**config.mk**
```make
export PLATFORM = sky130hd
export DESIGN_NAME = wb_top
export DESIGN_NICKNAME = d
export VERILOG_FILES = /design/src/wb_pkg.sv /design/src/wb_top.sv /design/src/wb_cdb_rf.sv /design/src/wb_arbiter.sv /design/src/wb_lanes.sv
export VERILOG_INCLUDE_DIRS = /design/src
export SDC_FILE = /design/constraint.sdc
export NUM_CORES = 2
export LEC_CHECK = 0
export ABC_AREA = 1
export ABC_CLOCK_PERIOD_IN_PS = 17300
export BUFFER_PORTS_ARGS = -buffer_cell sky130_fd_sc_hd__clkbuf_2
export CAP_MARGIN = 40
export CORE_UTILIZATION = 30
export DETAILED_ROUTE_END_ITERATION = 10
export PLACE_DENSITY_LB_ADDON = 0.08
export SYNTH_ARGS = -nofsm -noshare
export SYNTH_HDL_FRONTEND = slang
export SYNTH_SLANG_ARGS = --single-unit
export TNS_END_PERCENT = 100
```
**constraint.sdc**
```tcl
create_clock -name clk -period 17.3 [get_ports clk]
set_input_delay 1.73 -clock clk [delete_from_list [all_inputs] [get_ports clk]]
set_output_delay 1.73 -clock clk [all_outputs]
set_load 0.02 [all_outputs]
```
**src/wb_settings.svh**
```systemverilog
////////////////////////////////////////
// writeback widths
////////////////////////////////////////
`ifndef WB_SETTINGS_SVH
`define WB_SETTINGS_SVH

// result payload
`define WB_DATA_W 32

// physical register index, 64 entries
`define WB_RD_W 6

`define WB_ROBID_W 8
`define WB_ECAUSE_W 5

// scalu0, scalu1, mcalu0, mcalu1, lsq
`define WB_NUM_LANES 5

`endif
```
**src/wb_pkg.sv**
```systemverilog
////////////////////////////////////////
// writeback types
////////////////////////////////////////
`default_nettype none

`include "wb_settings.svh"

package wb_pkg;

  typedef logic [`WB_DATA_W-1:0]   data_t;
  typedef logic [`WB_RD_W-1:0]     rd_t;
  typedef logic [`WB_ROBID_W-1:0]  robid_t;
  typedef logic [`WB_ECAUSE_W-1:0] ecause_t;

  // bit 0 scalu0 .. bit 4 lsq
  typedef logic [`WB_NUM_LANES-1:0] lane_vec_t;

  // one result as it travels source -> lane -> cdb
  typedef struct packed {
    logic    valid;
    logic    error;
    ecause_t ecause;
    robid_t  robid;
    rd_t     rd;
    data_t   result;
  } wb_result_t;

endpackage

`default_nettype wire

```
**src/wb_top.sv**
```systemverilog
////////////////////////////////////////
// writeback stage top
////////////////////////////////////////
`timescale 1ns/1ps
`default_nettype none

`include "wb_settings.svh"

module wb_top (
  input  logic               clk,
  input  logic               rst_n,
  input  logic               rob_flush,

  // execution sources
  input  wb_pkg::wb_result_t scalu0_in,
  input  wb_pkg::wb_result_t scalu1_in,
  input  wb_pkg::wb_result_t mcalu0_in,
  input  wb_pkg::wb_result_t mcalu1_in,
  input  wb_pkg::wb_result_t lsq_in,
  input  wb_pkg::wb_result_t csr_in,

  // back-pressure, csr has none
  output logic               scalu0_stall,
  output logic               scalu1_stall,
  output logic               mcalu0_stall,
  output logic               mcalu1_stall,
  output logic               lsq_stall,

  // common data bus
  output wb_pkg::wb_result_t cdb_out,

  // register file read port
  input  wb_pkg::rd_t        rf_raddr,
  output wb_pkg::data_t      rf_rdata
);

  wb_pkg::wb_result_t lanes_q [`WB_NUM_LANES];
  wb_pkg::wb_result_t cdb;
  wb_pkg::lane_vec_t  stall;

  wb_lanes u_lanes (
    .clk       (clk),
    .rst_n     (rst_n),
    .rob_flush (rob_flush),
    .scalu0_in (scalu0_in),
    .scalu1_in (scalu1_in),
    .mcalu0_in (mcalu0_in),
    .mcalu1_in (mcalu1_in),
    .lsq_in    (lsq_in),
    .csr_in    (csr_in),
    .stall     (stall),
    .lanes_q   (lanes_q)
  );

  wb_arbiter u_arbiter (
    .lanes_q (lanes_q),
    .cdb     (cdb),
    .stall   (stall)
  );

  wb_cdb_rf u_cdb_rf (
    .clk      (clk),
    .cdb      (cdb),
    .cdb_out  (cdb_out),
    .rf_raddr (rf_raddr),
    .rf_rdata (rf_rdata)
  );

  // lane order of the stall vector
  assign scalu0_stall = stall[0];
  assign scalu1_stall = stall[1];
  assign mcalu0_stall = stall[2];
  assign mcalu1_stall = stall[3];
  assign lsq_stall    = stall[4];

endmodule

`default_nettype wire

```
**src/wb_cdb_rf.sv**
```systemverilog
////////////////////////////////////////
// cdb drive and register file
////////////////////////////////////////
`timescale 1ns/1ps
`default_nettype none

`include "wb_settings.svh"

module wb_cdb_rf (
  input  logic               clk,

  // arbitrated result
  input  wb_pkg::wb_result_t cdb,
  output wb_pkg::wb_result_t cdb_out,

  // read port
  input  wb_pkg::rd_t        rf_raddr,
  output wb_pkg::data_t      rf_rdata
);

  localparam int rf_depth = 1 << `WB_RD_W;

  wb_pkg::data_t rf_mem [rf_depth];
  logic          rf_we;

  // to the rob
  assign cdb_out = cdb;

  // faulting results never reach the register file
  assign rf_we = cdb.valid && !cdb.error;

  always_ff @(posedge clk) begin
    if (rf_we) begin
      rf_mem[cdb.rd] <= cdb.result;
    end
  end

  // async read
  assign rf_rdata = rf_mem[rf_raddr];

endmodule

`default_nettype wire

```
**src/wb_arbiter.sv**
```systemverilog
////////////////////////////////////////
// writeback priority select
////////////////////////////////////////
`timescale 1ns/1ps
`default_nettype none

`include "wb_settings.svh"

module wb_arbiter (
  input  wb_pkg::wb_result_t lanes_q [`WB_NUM_LANES],
  output wb_pkg::wb_result_t cdb,
  output wb_pkg::lane_vec_t  stall
);

  wb_pkg::lane_vec_t valid_vec;
  wb_pkg::lane_vec_t grant;

  always_comb begin
    for (int i = 0; i < `WB_NUM_LANES; i++) begin
      valid_vec[i] = lanes_q[i].valid;
    end
  end

  // fixed order, lsq > mcalu1 > mcalu0 > scalu1 > scalu0
  // higher index is scanned later and so overrides
  always_comb begin
    grant = '0;
    for (int i = 0; i < `WB_NUM_LANES; i++) begin
      if (valid_vec[i]) begin
        grant    = '0;
        grant[i] = 1'b1;
      end
    end
  end

  // bus mux, all zero and so invalid when no lane holds a result
  always_comb begin
    cdb = '0;
    for (int i = 0; i < `WB_NUM_LANES; i++) begin
      if (grant[i]) begin
        cdb = lanes_q[i];
      end
    end
  end

  // every valid loser holds its source
  assign stall = valid_vec & ~grant;

endmodule

`default_nettype wire

```
**src/wb_lanes.sv**
```systemverilog
////////////////////////////////////////
// writeback lane registers
////////////////////////////////////////
`timescale 1ns/1ps
`default_nettype none

`include "wb_settings.svh"

module wb_lanes (
  input  logic                  clk,
  input  logic                  rst_n,
  input  logic                  rob_flush,

  // execution sources
  input  wb_pkg::wb_result_t    scalu0_in,
  input  wb_pkg::wb_result_t    scalu1_in,
  input  wb_pkg::wb_result_t    mcalu0_in,
  input  wb_pkg::wb_result_t    mcalu1_in,
  input  wb_pkg::wb_result_t    lsq_in,
  input  wb_pkg::wb_result_t    csr_in,

  // per-lane stall from the arbiter
  input  wb_pkg::lane_vec_t     stall,

  // held results, index 0 scalu0 .. 4 lsq
  output wb_pkg::wb_result_t    lanes_q [`WB_NUM_LANES]
);

  wb_pkg::wb_result_t lane_in [`WB_NUM_LANES];

  // csr borrows the scalu0 lane
  // producer never fires csr together with scalu0 or under its stall
  assign lane_in[0] = csr_in.valid ? csr_in : scalu0_in;
  assign lane_in[1] = scalu1_in;
  assign lane_in[2] = mcalu0_in;
  assign lane_in[3] = mcalu1_in;
  assign lane_in[4] = lsq_in;

  always_ff @(posedge clk) begin
    if (!rst_n || rob_flush) begin
      // drop everything pending, payload left as is
      for (int i = 0; i < `WB_NUM_LANES; i++) begin
        lanes_q[i].valid <= 1'b0;
      end
    end else begin
      for (int i = 0; i < `WB_NUM_LANES; i++) begin
        // stalled lane keeps its result, an idle load empties it
        if (!stall[i]) begin
          lanes_q[i] <= lane_in[i];
        end
      end
    end
  end

endmodule

`default_nettype wire

```
==> flow_metrics.py <==
metrics = {
    "run_status": {
        "status": "finished, final reports clean",
    },
    "sta": {
        "fin_crit_ns": 8.139,
        "finalSetupViolations": 0,
        "report.final.slew_viol_count": 0,
        "grt_setup_unrepaired": "no",
        "fmax_ghz": 0.1229,
        "hold_viol_final": 0,
        "clock_skew_ns": 0.04447,
        "slew_headroom_pct": 10.67,
        "finalCritPeriodShare_pct": 47.05,
        "setup-tns-final_ns": 0,
        "tightest_slew_ns": 1.340,
    },
    "setup_path": {
        "crit_required_ns": 15.57,
        "path_cells": "buf_8 -> buf_4 -> buf_4 -> buf_4 -> buf_4 -> nand2_1 -> nand3_1 -> nand3_1 -> nand3_1 -> nand2_1 -> nand2_1 -> nand3_1 -> nand2_1 -> clkbuf_2",
        "cp_slowest_cell": "buf_4",
        "slowest_delay_ns": 0.77,
        "endpoint_kind": "primary output",
        "cp_max_fo": 71,
        "r2r_slack_ns": 12.50,
        "crit_arrival_ns": 6.41,
        "cp-start-kind": "input pin",
        "path_class": "in -> out",
    },
    "grt": {
        "grtUsageTotal_pct": 22.38,
        "grt_pass1_wl_um": 488900,
        "grt_pass1_vias": 60720,
        "grt-ovfl-total": 0,
        "grt_max_degree": 190,
        "antenna_found_initial": 42,
    },
    "floorplanning": {
        "die-area_sq_um": 309400,
        "die_w_um": 556.2,
        "start_util_pct": 30.13,
        "rows": 203,
        "die_y_um": 556.2,
        "coreArea_sq_um": 305800,
        "io_pins": 417,
    },
    "detailed_routing": {
        "drt_first_pass_iters": 6,
        "viasPerCell": 4.993,
        "vias": 61560,
        "ant_nets": 0,
        "drc_errors": 0,
        "drt_wl_total_um": 350600,
        "first_iter_violations": 6034,
        "drt-wirelength-per-cell_um": 28.44,
    },
    "synthesis": {
        "synthMuxAreaShare_pct": 0,
        "ys_seq_area_share_pct": 75.32,
        "synth_seq_cells": 2313,
        "syn_inst": 7599,
        "netlist_area_sq_um": 92150,
        "ys.warnings.count": 0,
        "synth_cell_types": 22,
        "synthAdderAreaFrac_pct": 0,
        "avgSynthCellArea_sq_um": 12.13,
        "synthXorXnorAreaFrac_pct": 0,
        "syn_nets": 7926,
        "synth_compound_area_share_pct": 0.4548,
        "synth-simple-area-share_pct": 21.83,
        "synth_top_family_by_area": "simple AND/OR/NAND/NOR gates",
    },
    "power": {
        "p_per_area_nw_per_um2": 118.4,
        "power_frac_seq_pct": 49.1,
        "leakagePower_uw": 0.03974,
        "p_comb_share_pct": 8.3,
        "switching_power_uw": 3194,
        "cellInternalPower_uw": 9702,
        "power_frac_clock_pct": 42.6,
        "irDropWorstVdd_mv": 0.07601,
        "p_sw_share_pct": 24.77,
    },
    "final_layout": {
        "syn2layout_area_growth_pct": 18.20,
        "fin_nets": 8340,
        "layout-drive-gt1-share_pct": 13.35,
        "fin_util_pct": 35.62,
    },
    "placed_design": {
        "detailed_place_hpwl_um": 192900,
        "port_buffers": 415,
        "gp_congestion": 0.8236,
    },
    "run": {
        "cap_violations": 0,
    },
    "cts": {
        "htreeDepth": 5,
        "holdBufCountCts": 0,
        "cts_buffer_depth": 4,
        "cts_resized": 0,
        "clkSlewWorstSetupHoldPaths_ns": 0.05,
        "cts_root_buf": "clkbuf_16",
        "cts_tree": "built",
        "cts_sinks": 2313,
        "numCtsBuffers": 274,
        "postCtsSetupBuffers": 0,
        "clk_latency_ns": 0.87,
    },
    "hold_path": {
        "hold_path_class": "reg -> reg",
    },
}
==> power by group through the flow <==
stage | clock network (uW) | logic (uW) | registers, uW
floorplan | 0 | 481 | 6460
global placement | 0 | 1070 | 6450
detailed placement | 0 | 1090 | 6450
CTS | 5620 | 1090 | 6330
global route | 5830 | 1140 | 6330
finish | 5500 | 1070 | 6330
==> cell families after synthesis <==
group                  after synthesis
AND/OR/NAND/NOR                   4676
flip-flops                        2313
buffers and inverters              559
AO/OA/AOI/OAI                       50
other                                1
==> state kept, by name (all words and copies together), names as in the netlist <==
signal and count:
u_lanes.lanes_q 265, u_cdb_rf.rf_mem 2048
==> per-layer routing <==
metal | vias up | GRT usage [%] | share of wire, %
met1 | 31380 | 30.73 | 44
met5 | - | 0 | 0.019
met2 | 1834 | 36.58 | 47
li1 | 27890 | - | -
met4 | 10 | 6.677 | 3.0
met3 | 443 | 3.216 | 5.4
==> metrics by stage <==
stage	setup WS, ns	hold WS [ns]	instance area (sq um)	std cells	total power (uW)
CTS	9.154	0.5197	108900	12310	13040
floorplan	9.579	0.4765	92150	7599	6944
global placement	8.755	0.5112	99930	11810	7515
detailed placement	9.170	0.5103	100600	11840	7536
finish	9.161	0.5196	108900	12330	12900
global route	8.920	0.5755	108900	12320	13300
==> Yosys cell counts, drive strengths merged <==
master     n  area [sq um]
clkinv     2         7.510
conb       1         3.750
dfxtp      5         100.1
nand4     18         118.9
inv       72         270.3
edfxtp  2308         69310
a21oi      5         25.02
or2        5         31.28
nand2   2545          9553
nand3   1963          9849
a221oi    45         394.1
nor2     143         544.3
clkbuf   328          1231
buf      157         696.9
nor3       2         21.27
==> worst max-delay path, delay by kind of cell <==
family | cells | cell delay (ns)
buf+inv | 6 | 3.12
simple gates | 8 | 1.39
==> worst paths after layout <==
| kind | from | to | depth (start not counted) |
|---|---|---|---|
| hold reg to reg | u_lanes.lanes_q[264]$_SDFFE_PP0N_ | u_lanes.lanes_q[264]$_SDFFE_PP0N_ | 2 |
| hold / removal | u_lanes.lanes_q[264]$_SDFFE_PP0N_ | u_lanes.lanes_q[264]$_SDFFE_PP0N_ | 2 |
| setup reg to reg | u_lanes.lanes_q[52]$_SDFF_PP0_ | u_cdb_rf.rf_mem[59][28]$_DFFE_PP_ | 12 |
| setup / recovery | rf_raddr[0] | rf_rdata[21] | 14 |
==> area by class of cell <==
| class | count | area (sq um) |
|---|---|---|
| Clock inverter | 132 | 1005 |
| Sequential cell | 2313 | 69410 |
| Inverter | 74 | 306.5 |
| Antenna cell | 21 | 52.55 |
| Multi-Input combinational cell | 4727 | 21480 |
| Fill cell | 30040 | 196900 |
| Tap cell | 4100 | 5130 |
| Timing Repair Buffer | 623 | 4268 |
| Clock buffer | 339 | 7281 |
==> placed cells by master, fill, tap and decap left out, types with 2 or more instances in the layout <==
cell type / count
nand2_1: 2544
edfxtp_1: 2308
nand3_1: 1926
clkbuf_2: 410
clkbuf_16: 282
buf_4: 170
nor2_4: 72
clkinv_1: 71
nor2_1: 68
inv_1: 66
clkbuf_1: 56
a221oi_1: 45
clkinv_2: 31
nand3_4: 31
diode_2: 21
nand4_1: 17
buf_16: 17
buf_12: 17
bufinv_16: 12
inv_6: 9
buf_8: 8
nand3_2: 6
or2_2: 5
a21oi_1: 5
clkinv_8: 5
dfxtp_1: 4
inv_8: 3
nor2_2: 3
clkinvlp_4: 3
inv_2: 2
inv_16: 2
clkinv_4: 2
Power figures use the tool's default switching activity.
